<file path="config.mk">
export PLATFORM = sky130hd
export DESIGN_NAME = perceptron_predictor
export DESIGN_NICKNAME = d
export VERILOG_FILES = /design/src/bp_pkg.sv /design/src/perceptron_predictor.sv
export VERILOG_INCLUDE_DIRS = /design/src /design/src/include
export SDC_FILE = /design/constraint.sdc
export NUM_CORES = 1
export LEC_CHECK = 0
export ABC_CLOCK_PERIOD_IN_PS = 36300
export BUFFER_PORTS_ARGS = -buffer_cell sky130_fd_sc_hd__buf_2
export CORE_MARGIN = 4
export CORE_UTILIZATION = 54
export DETAILED_ROUTE_END_ITERATION = 16
export PLACE_DENSITY = 0.77
export SETUP_SLACK_MARGIN = 0.02
export SLEW_MARGIN = 25
export SYNTH_ARGS = -nofsm -noshare
export SYNTH_HDL_FRONTEND = slang
export SYNTH_SLANG_ARGS = --single-unit
</file>
<file path="constraint.sdc">
create_clock -name clk -period 36.3 [get_ports clk]
set_input_delay 3.63 -clock clk [delete_from_list [all_inputs] [get_ports clk]]
set_output_delay 3.63 -clock clk [all_outputs]
set_load 0.01 [all_outputs]
</file>
<file path="src/include/bp_config.svh">
// size and width constants for the perceptron branch predictor
`ifndef BP_CONFIG_SVH
`define BP_CONFIG_SVH

// ======================================================================
// history and weights
// ======================================================================

// number of global history bits, also the number of weights per row
`define BP_HIST_LEN 22

// width of one signed weight, saturating at +127 / -128
`define BP_WEIGHT_W 8

// signed dot product width, 22 * 128 fits with room to spare
`define BP_SUM_W 13

// ======================================================================
// storage sizes
// ======================================================================

// weight table rows, index is 8 bits wide
`define BP_TABLE_DEPTH 256

// fetch and resolve address width
`define BP_ADDR_W 32

// resolved branch records waiting for the trainer
`define BP_QUEUE_DEPTH 32

`endif

</file>
<file path="src/bp_pkg.sv">
// shared types, trainer states, weight step opcodes and the index hash
`default_nettype none
`include "bp_config.svh"

package bp_pkg;

	// row index width follows the table depth
	localparam int INDEX_W = $clog2(`BP_TABLE_DEPTH);

	typedef logic [INDEX_W-1:0] bp_index_t;
	typedef logic [`BP_ADDR_W-1:0] bp_addr_t;
	typedef logic [`BP_HIST_LEN-1:0] bp_hist_t;
	typedef logic signed [`BP_WEIGHT_W-1:0] bp_weight_t;
	typedef logic signed [`BP_SUM_W-1:0] bp_sum_t;

	// one packed row of signed weights, element i pairs with history bit i
	typedef bp_weight_t [`BP_HIST_LEN-1:0] bp_row_t;

	// trainer sequence
	typedef enum logic [1:0] {
		ST_CLEAR,
		ST_IDLE,
		ST_READ,
		ST_WRITE
	} train_state_e;

	// per weight update, hold when the weight is already at its limit
	typedef enum logic [1:0] {
		STEP_HOLD,
		STEP_INC,
		STEP_DEC
	} weight_step_e;

	// fold the address into a row index by xor of its bytes
	function automatic bp_index_t bp_hash(input bp_addr_t addr);
		bp_index_t h;
		h = '0;
		for (int b = 0; b < `BP_ADDR_W / INDEX_W; b++)
			h ^= addr[b*INDEX_W +: INDEX_W];
		return h;
	endfunction

endpackage

`default_nettype wire

</file>
<file path="src/perceptron_predictor.sv">
// perceptron_predictor module with index hash, dot product and registered guess
`timescale 1ns/1ns
`default_nettype none
`include "bp_config.svh"

module perceptron_predictor #(
	parameter int ID_W = 8
) (
	input  wire logic               clk,
	input  wire logic               rst,
	input  wire logic               lookup_valid_i,
	input  wire bp_pkg::bp_addr_t   lookup_addr_i,
	input  wire logic [ID_W-1:0]    lookup_id_i,
	input  wire bp_pkg::bp_hist_t   history_i,
	// predict read port of the table
	output bp_pkg::bp_index_t       rd_idx_o,
	input  wire bp_pkg::bp_row_t    rd_row_i,
	output logic                    pred_valid_o,
	output logic                    pred_taken_o,
	output logic [ID_W-1:0]         pred_id_o
);
	import bp_pkg::*;

	// stage 1 follows the row read through the table
	logic s1_valid;
	logic [ID_W-1:0] s1_id;
	bp_hist_t s1_hist;
	bp_sum_t dot_sum;

	// ======================================================================
	// stage 0, index
	// ======================================================================

	// table registers the row, so the index goes out unregistered
	assign rd_idx_o = bp_hash(lookup_addr_i);

	always_ff @(posedge clk) begin
		if (rst)
			s1_valid <= 1'b0;
		else
			s1_valid <= lookup_valid_i;
	end

	// history as it stood when the lookup arrived
	always_ff @(posedge clk) begin
		if (lookup_valid_i) begin
			s1_id <= lookup_id_i;
			s1_hist <= history_i;
		end
	end

	// ======================================================================
	// stage 1, dot product
	// ======================================================================

	// add the weight when its history bit is 1, subtract when it is 0
	always_comb begin
		bp_weight_t w;
		bp_sum_t term;
		dot_sum = '0;
		for (int i = 0; i < `BP_HIST_LEN; i++) begin
			w = rd_row_i[i];
			term = {{(`BP_SUM_W-`BP_WEIGHT_W){w[`BP_WEIGHT_W-1]}}, w};
			if (s1_hist[i])
				dot_sum = dot_sum + term;
			else
				dot_sum = dot_sum - term;
		end
	end

	always_ff @(posedge clk) begin
		if (rst)
			pred_valid_o <= 1'b0;
		else
			pred_valid_o <= s1_valid;
	end

	// zero or positive sum means taken
	always_ff @(posedge clk) begin
		pred_taken_o <= !dot_sum[`BP_SUM_W-1];
		pred_id_o <= s1_id;
	end

endmodule

`default_nettype wire

</file>
==> results.sh <==
export IMPL_max_slew_worst_pin_slew_ps=955
export IMPL_postSynthCellCount=1885
export IMPL_hold_violations=0
export IMPL_grt_overflow_total=0
export IMPL_crit_path_end_kind="flip-flop"
export IMPL_postCtsHoldBufs=0
export IMPL_synthFlopType="edfxtp_1"
export IMPL_final_period_minus_worst_setup_slack_ps=19210
export IMPL_status="finished, final reports clean"
export IMPL_antenna_found_initial=3
export IMPL_num_rows=61
export IMPL_clk_latency_ps=320
export IMPL_syn_num_nets=2419
export IMPL_start_util=0.546
export IMPL_cts_max_level=2
export IMPL_die_area_um2=30800
export IMPL_tns_ps=0
export IMPL_critPathArrivalTime_ps=19410
export IMPL_crit_type="in -> reg"
export IMPL_grt_pass1_wl_mm=59.7
export IMPL_min_path_type="reg -> reg"
export IMPL_path_clk_slew_ps=80
export IMPL_yosysSeqAreaShare=0.0739
export IMPL_min_period_over_period=0.529
export IMPL_startpoint_type="input pin"
export IMPL_cts_tree="yes"
export IMPL_fmax_mhz=52.1
export IMPL_dp_hpwl_mm=31.5
export IMPL_cts_setup_buffers=0
export IMPL_cts_sinks=41
export IMPL_cp_max_fo=5
export IMPL_synth_distinct_cells=73
export IMPL_antenna_left=0
export IMPL_yosys_warnings=0
export IMPL_slew_headroom=0.363
export IMPL_maxCapViolations=0
export IMPL_wl_per_cell_um=14.5
export IMPL_core_area_um2=27800
export IMPL_portBuffers=258
export IMPL_syn2layout_area_growth_pct=11.9
export IMPL_drive_above_1_share=0.176
export IMPL_async_flop_share=0
export IMPL_required_ps=36500
export IMPL_cts_resized=0
export IMPL_num_vias=14000
export IMPL_clock_skew_ps=14.2
export IMPL_drt_iter0_drc=529
export IMPL_place_gp_congestion=0.880
export IMPL_wirelength_mm=36.2
export IMPL_drv_slew=0
export IMPL_vias_per_cell=5.58
export IMPL_nNetsFinal=2658
export IMPL_synth_edf_count=30
export IMPL_root_buffer="clkbuf_16"
export IMPL_antenna_cells=0
export IMPL_die_w_um=176
export IMPL_nFillCells=2546
export IMPL_synth_seq_cells=41
export IMPL_setup_violations=0
export IMPL_clock_tree_buffer_depth=2
export IMPL_grt_pass1_vias=13500
export IMPL_syn_area_um2=15200
export IMPL_drc=0
export IMPL_slowest_delay_ps=680
export IMPL_rsz0062_at_grt="false"
export IMPL_slowest_stage="fa_1"
export IMPL_grt_max_degree=32
export IMPL_avgSynthCellArea_um2=8.04
export IMPL_pin_count=259
export IMPL_dieHeight_um=176
export IMPL_track_usage=0.226
export IMPL_first_pass_iters=5
export IMPL_cts_buffers_inserted=5
[cell usage after synthesis (24+ instances only)]
master / number / area share
xor2_1: 186 / 0.11
xnor2_1: 193 / 0.11
edfxtp_1: 30 / 0.059
nor3_1: 84 / 0.028
mux2_2: 62 / 0.046
a31oi_1: 36 / 0.015
o21ai_0: 50 / 0.017
nand2_1: 52 / 0.013
ha_1: 273 / 0.23
a21oi_1: 213 / 0.070
inv_1: 128 / 0.032
o21bai_1: 67 / 0.033
nor2_1: 194 / 0.048
nor2b_1: 24 / 0.0099
a21o_1: 48 / 0.024
[cell type report]
type / instances / area [µm²] / area share
clock buffer: 5 / 125 / 0.00737
clock inverter: 3 / 25.0 / 0.00147
inverter: 128 / 480 / 0.0283
multi-input combinational: 1690 / 13500 / 0.793
sequential: 41 / 1120 / 0.0661
tap: 378 / 473 / 0.0279
timing repair buffer: 258 / 1290 / 0.0761
[critical path: cells and delay by family]
family	cells	cell delay, ps
adders and majority gates	22	9420
AOI/OAI and AO/OA	13	3270
xor gates and xnor gates	11	1860
and+or+nand+nor	7	760
muxes	1	290
buffers and inverters	2	150
[worst paths after layout]
check,start,end,slack [ps],depth (start not counted)
setup reg to reg,s1_hist[1]$_DFFE_PP_,pred_taken_o$_DFF_P_,20160,53
hold reg to reg,s1_id[5]$_DFFE_PP_,pred_id_o[5]$_DFF_P_,340,0
setup / recovery,rd_row_i[8],pred_taken_o$_DFF_P_,17090,56
hold / removal,s1_id[5]$_DFFE_PP_,pred_id_o[5]$_DFF_P_,340,0
[cells by family after synthesis]
group | synth area share
compound gates | 0.207
buf+inv | 0.0390
mux | 0.0460
simple gates | 0.145
fa+ha+maj | 0.252
xor+xnor | 0.237
flops | 0.0739
[per-layer routing]
metal | GRT usage | share of wire
met5 | 0 | 0.0011
met4 | 0.0429 | 0.013
met3 | 0.0254 | 0.035
met2 | 0.424 | 0.50
met1 | 0.281 | 0.45
[cell usage in the layout, fill, tap and decap left out, types with 52 or more instances in the layout]
cell      instances
a21oi_1         213
buf_2           258
ha_1            273
inv_1           128
mux2_2           62
nand2_1          52
nor2_1          194
nor3_1           84
o21bai_1         67
xnor2_1         193
xor2_1          186
[stage by stage]
step / utilization / hold slack [ps] / std cells / area, µm² / setup WS [ps]
final: 0.611 / 340 / 2503 / 17000 / 17090
after global routing: 0.611 / 346 / 2503 / 17000 / 16000
after detailed placement: 0.605 / 327 / 2495 / 16800 / 16790
after CTS: 0.611 / 340 / 2503 / 17000 / 17110
after global placement: 0.605 / 324 / 2495 / 16800 / 17410
after floorplan: - / 323 / 1885 / 15200 / 18310
[state kept, by name (all words and copies together), names as in the netlist]
signal / cells
pred_valid_o: 1
pred_id_o: 8
pred_taken_o: 1
s1_id: 8
s1_hist: 22
s1_valid: 1
Power is left out: the tool's default activity adds up to more than one toggle a clock period on the data nets, which glitch-free logic cannot reach.
