===== src/include/bp_config.svh =====
// size and width constants for the perceptron branch predictor
`ifndef BP_CONFIG_SVH
`define BP_CONFIG_SVH

// ======================================================================
// history and weights
// ======================================================================

// number of global history bits, also the number of weights per row
`define BP_HIST_LEN 22

// width of one signed weight, saturating at +127 / -128
`define BP_WEIGHT_W 8

// signed dot product width, 22 * 128 fits with room to spare
`define BP_SUM_W 13

// ======================================================================
// storage sizes
// ======================================================================

// weight table rows, index is 8 bits wide
`define BP_TABLE_DEPTH 256

// fetch and resolve address width
`define BP_ADDR_W 32

// resolved branch records waiting for the trainer
`define BP_QUEUE_DEPTH 32

`endif


===== src/bp_pkg.sv =====
// shared types, trainer states, weight step opcodes and the index hash
`default_nettype none
`include "bp_config.svh"

package bp_pkg;

	// row index width follows the table depth
	localparam int INDEX_W = $clog2(`BP_TABLE_DEPTH);

	typedef logic [INDEX_W-1:0] bp_index_t;
	typedef logic [`BP_ADDR_W-1:0] bp_addr_t;
	typedef logic [`BP_HIST_LEN-1:0] bp_hist_t;
	typedef logic signed [`BP_WEIGHT_W-1:0] bp_weight_t;
	typedef logic signed [`BP_SUM_W-1:0] bp_sum_t;

	// one packed row of signed weights, element i pairs with history bit i
	typedef bp_weight_t [`BP_HIST_LEN-1:0] bp_row_t;

	// trainer sequence
	typedef enum logic [1:0] {
		ST_CLEAR,
		ST_IDLE,
		ST_READ,
		ST_WRITE
	} train_state_e;

	// per weight update, hold when the weight is already at its limit
	typedef enum logic [1:0] {
		STEP_HOLD,
		STEP_INC,
		STEP_DEC
	} weight_step_e;

	// fold the address into a row index by xor of its bytes
	function automatic bp_index_t bp_hash(input bp_addr_t addr);
		bp_index_t h;
		h = '0;
		for (int b = 0; b < `BP_ADDR_W / INDEX_W; b++)
			h ^= addr[b*INDEX_W +: INDEX_W];
		return h;
	endfunction

endpackage

`default_nettype wire


===== src/resolve_queue.sv =====
// resolve_queue module holding resolved branch records in a circular buffer
`timescale 1ns/1ns
`default_nettype none
`include "bp_config.svh"

module resolve_queue (
	input  wire logic              clk,
	input  wire logic              rst,
	input  wire logic              push_i,
	input  wire bp_pkg::bp_addr_t  push_pc_i,
	input  wire logic              push_taken_i,
	input  wire logic              pop_i,
	output logic                   entry_valid_o,
	output bp_pkg::bp_addr_t       entry_pc_o,
	output logic                   entry_taken_o,
	output logic                   full_o
);
	import bp_pkg::*;

	localparam int DEPTH = `BP_QUEUE_DEPTH;
	localparam int PTR_W = $clog2(DEPTH);

	// record storage, pc and outcome kept side by side
	bp_addr_t pc_mem [DEPTH];
	logic taken_mem [DEPTH];

	logic [PTR_W-1:0] head;
	logic [PTR_W-1:0] tail;
	// one extra bit so a full queue is distinct from an empty one
	logic [PTR_W:0] count;
	logic do_push;
	logic do_pop;

	// ======================================================================
	// status and head entry
	// ======================================================================

	assign full_o = (count == (PTR_W+1)'(DEPTH));
	assign entry_valid_o = (count != '0);

	// head record is shown as soon as it is in the buffer
	assign entry_pc_o = pc_mem[head];
	assign entry_taken_o = taken_mem[head];

	// a push while full is simply lost, even if a pop happens too
	assign do_push = push_i && !full_o;
	assign do_pop = pop_i && entry_valid_o;

	// ======================================================================
	// pointers and occupancy
	// ======================================================================

	always_ff @(posedge clk) begin
		if (rst) begin
			head <= '0;
			tail <= '0;
			count <= '0;
		end else begin
			if (do_push)
				tail <= tail + 1'b1;
			if (do_pop)
				head <= head + 1'b1;
			count <= count + (PTR_W+1)'(do_push) - (PTR_W+1)'(do_pop);
		end
	end

	// payload write at the tail slot
	always_ff @(posedge clk) begin
		if (do_push) begin
			pc_mem[tail] <= push_pc_i;
			taken_mem[tail] <= push_taken_i;
		end
	end

	// trainer must only pop what it has been shown
	assert property (@(posedge clk) disable iff (rst) pop_i |-> entry_valid_o)
		else $error("resolve_queue: pop with empty queue");

endmodule

`default_nettype wire


===== config.mk =====
export PLATFORM = sky130hd
export DESIGN_NAME = resolve_queue
export DESIGN_NICKNAME = d
export VERILOG_FILES = /design/src/bp_pkg.sv /design/src/resolve_queue.sv
export VERILOG_INCLUDE_DIRS = /design/src /design/src/include
export SDC_FILE = /design/constraint.sdc
export NUM_CORES = 1
export LEC_CHECK = 0
export BUFFER_PORTS_ARGS = -buffer_cell sky130_fd_sc_hd__buf_4
export CORE_MARGIN = 1
export CORE_UTILIZATION = 40
export DETAILED_ROUTE_END_ITERATION = 8
export SLEW_MARGIN = 15
export SYNTH_ARGS = -nofsm -noshare
export SYNTH_HDL_FRONTEND = slang
export SYNTH_SLANG_ARGS = --single-unit

===== constraint.sdc =====
create_clock -name clk -period 5.05 [get_ports clk]
set_input_delay 1.01 -clock clk [delete_from_list [all_inputs] [get_ports clk]]
set_output_delay 1.01 -clock clk [all_outputs]
set_load 0.01 [all_outputs]

==> qor.txt <==
Outcome: complete, no violations
CTS tree: done
Initial Utilization: 40.6%
Clock power frac: 36.9%
Antenna Cells: 0
RSZ-0062 raised after global routing: false
Post-synth EDFFs: 1056
Routed Antenna Nets: 0
DIE AREA: 105000 um2
Largest net degree at the start of global routing: 98
Distinct cell type count after synthesis: 41
# rows: 117
CP Max Fanout: 50
Initial antenna violation count: 2
Layout cells sized above 1: 26.2%
Req. time, crit path: 4040 ps
Share of power burned in registers: 50.8%
Mux contribution to synthesized area: 12.5%
Power Density: 417 nW/um2
Final setup TNS: 0 ps
Int Pwr: 15.0 mW
GRT overflow: 0
Hold slack: 508 ps
Vias in the first global route: 21156
Clk root buf: clkbuf_16
Die width: 324 um
Worst slew pin tran: 1160 ps
Largest family of logic cells by synthesized area: multiplexers
Xor/xnor share of the synthesized area: 0.169%
Clock Path Buffers: 3
Post-Layout Cell Count: 3672
First-pass GRT wire length: 147000 um
PortBufs: 71
Inst Count DP: 3485
Slew Viols, Final: 0
Slowest CP cell: dfxtp_4
Total of warnings raised by yosys: 0
Kind of critical path: flop to output pin
Num ports: 72
R2R Setup Slk: 1720 ps
Via count: 20586
CTS buffer count: 106
Final Hold Fails: 0
Reg area: 32100 um2
Placer Congestion: 0.756
Die height: 324 um
Drt wl/cell: 27.6 um
FFs w/ async S/R, synth: 0%
Post-route DRC: 0
Mean Syn Cell Area: 19.8 um2
Comb power frac: 12.3%
Top_reg_cell synth: edfxtp_1
Register bit total from synthesis: 1077
Setup Buffers After CTS: 0
Slowest stage delay, CP: 750 ps
Skew final: 22.4 ps
Hold Buf Count CTS: 0
Final min period: 4670 ps
Switching share of total power: 24.1%
Leak pwr: 14.6 nW
Post-Synth Simple-Gate Area: 3.43%
DRT Pass-1 Iters: 5
Gr usage total: 19.6%
Synthesized cell area: 41500 um2
Vias per Instance: 5.61
Hold crit path type: flop to flop
Crit share post-route: 92.5%
Worst VDD drop: 0.265 mV
Final net count: 2277
Sequential element share of the synthesized area: 77.4%
Syn nets: 2151
Max cap viols: 0
Peak Freq: 214 MHz
Relative slew margins: 22.5%
Mapped Cells: 2099
Switching pwr: 4.78 mW
Synth Area in Adders: 0.470%
CP Cell Sequence: buf_12, mux4_2, a22o_1, or4_1, buf_4
Most frequent cells in the layout: 1056 x edfxtp_1, 149 x mux2_2, 132 x mux4_2
Layout area overhead: 14.4%
Drt total wl: 101000 um
CTS sink cnt: 1077
Multi-input gate area: 9080 um2
Compound-gate portion of the synthesized area: 4.57%
Startpoint class of the critical path: flop
H-tree levels: 3
CP arrival: 3660 ps
Final Setup Violations: 0
Post-CTS sizing: 0
Clk slew on worst S/H paths: 60 ps
Core footprint: 102000 um2
Initial drt markers: 1857
Skew-Pair Late Insertion Delay: 680 ps
Fill count: 8469
Hpwl dp: 54000 um
CP endpoint kind: output pin
Most common cell after layout, fill and taps aside: edfxtp_1
## power by group through the flow
stage / clock network, mW / logic (mW) / registers [mW]
final: 7.31 / 2.45 / 10.1
after global routing: 7.77 / 2.63 / 10.1
after CTS: 7.42 / 2.49 / 10.1
after detailed placement: 0 / 2.48 / 10.3
after global placement: 0 / 2.44 / 10.3
after floorplan: 0 / 1.49 / 10.2
## flip-flops by register name (all words and copies together) (netlist names), named ones only
name and flops:
pc_mem 1024, tail 5, head 5, taken_mem 32, count 6
## layer usage
layer  part of all wire [%]  up-vias  wire, um  GRT usage [%]
met5                      0        -         0              0
met2                     50      619     50600           32.9
met3                    5.3      109      5370           2.68
met4                    1.9        0      1910           5.09
li1                       -     8875         -              -
met1                     43    10983     43500           26.8
## worst max-delay path: cells and delay by family, from the launching register on
family / cells / cell delay, ps
DFF: 1 / 750
buffers and inverters: 2 / 620
AOI/OAI and AO/OA: 1 / 240
and+or+nand+nor: 1 / 670
muxes: 1 / 560
## kinds of logic (layout without fill, tap and decap cells)
logic type,count (synthesis),count (layout)
flip-flops,1077,1077
multiplexers,330,330
AO/OA/AOI/OAI,277,277
AND/OR/NAND/NOR,257,257
buffers and inverters,135,340
adder cells (fa/ha/maj),15,15
XOR/XNOR,8,8
## cells in the mapped netlist, drive strengths merged (3+ instances only)
| library cell | count | area [um2] |
|---|---|---|
| edfxtp | 1056 | 31700 |
| mux2 | 198 | 2230 |
| mux4 | 132 | 2970 |
| clkbuf | 81 | 304 |
| nor2b | 68 | 425 |
| nor3 | 68 | 340 |
| o21ai | 68 | 340 |
| a211oi | 66 | 495 |
| a22o | 66 | 578 |
| o22ai | 66 | 413 |
| nor2 | 46 | 173 |
| buf | 39 | 231 |
| or4 | 34 | 255 |
| dfxtp | 21 | 420 |
| inv | 15 | 56.3 |
| ha | 14 | 175 |
| nand2 | 14 | 52.6 |
| nand3 | 7 | 35.0 |
| xor2 | 6 | 52.6 |
| a21oi | 5 | 25.0 |
| and3 | 3 | 18.8 |
| nand2b | 3 | 18.8 |
| o21a | 3 | 22.5 |
## through the flow
| stage | instance area (um2) | util [%] | setup slack [ps] | power [mW] |
|---|---|---|---|---|
| after global routing | 47500 | 46.4 | 170 | 20.5 |
| after detailed placement | 44300 | 43.3 | 999 | 12.7 |
| after CTS | 47500 | 46.4 | 261 | 20.0 |
| final | 47500 | 46.4 | 376 | 19.8 |
| after floorplan | 41500 | - | 1700 | 11.7 |
| after global placement | 44300 | 43.3 | 1010 | 12.7 |
## cell type report
class	count	share of cell area [%]
Clock buffer	129	5.77
Clock inverter	58	0.920
Inverter	15	0.119
Multi-Input combinational cell	887	19.1
Sequential cell	1077	67.7
Tap cell	1368	3.61
Timing Repair Buffer	138	2.76
## worst paths after layout
kind	start	to	cells past startpoint
setup / recovery	flop	entry_pc_o[31]	5
hold / removal	tail[1]	tail[1]	2
setup reg to reg	count[3]	pc_mem[26][9]	7
hold reg to reg	tail[1]	tail[1]	2
No activity file was read; power rests on OpenSTA's default activity.
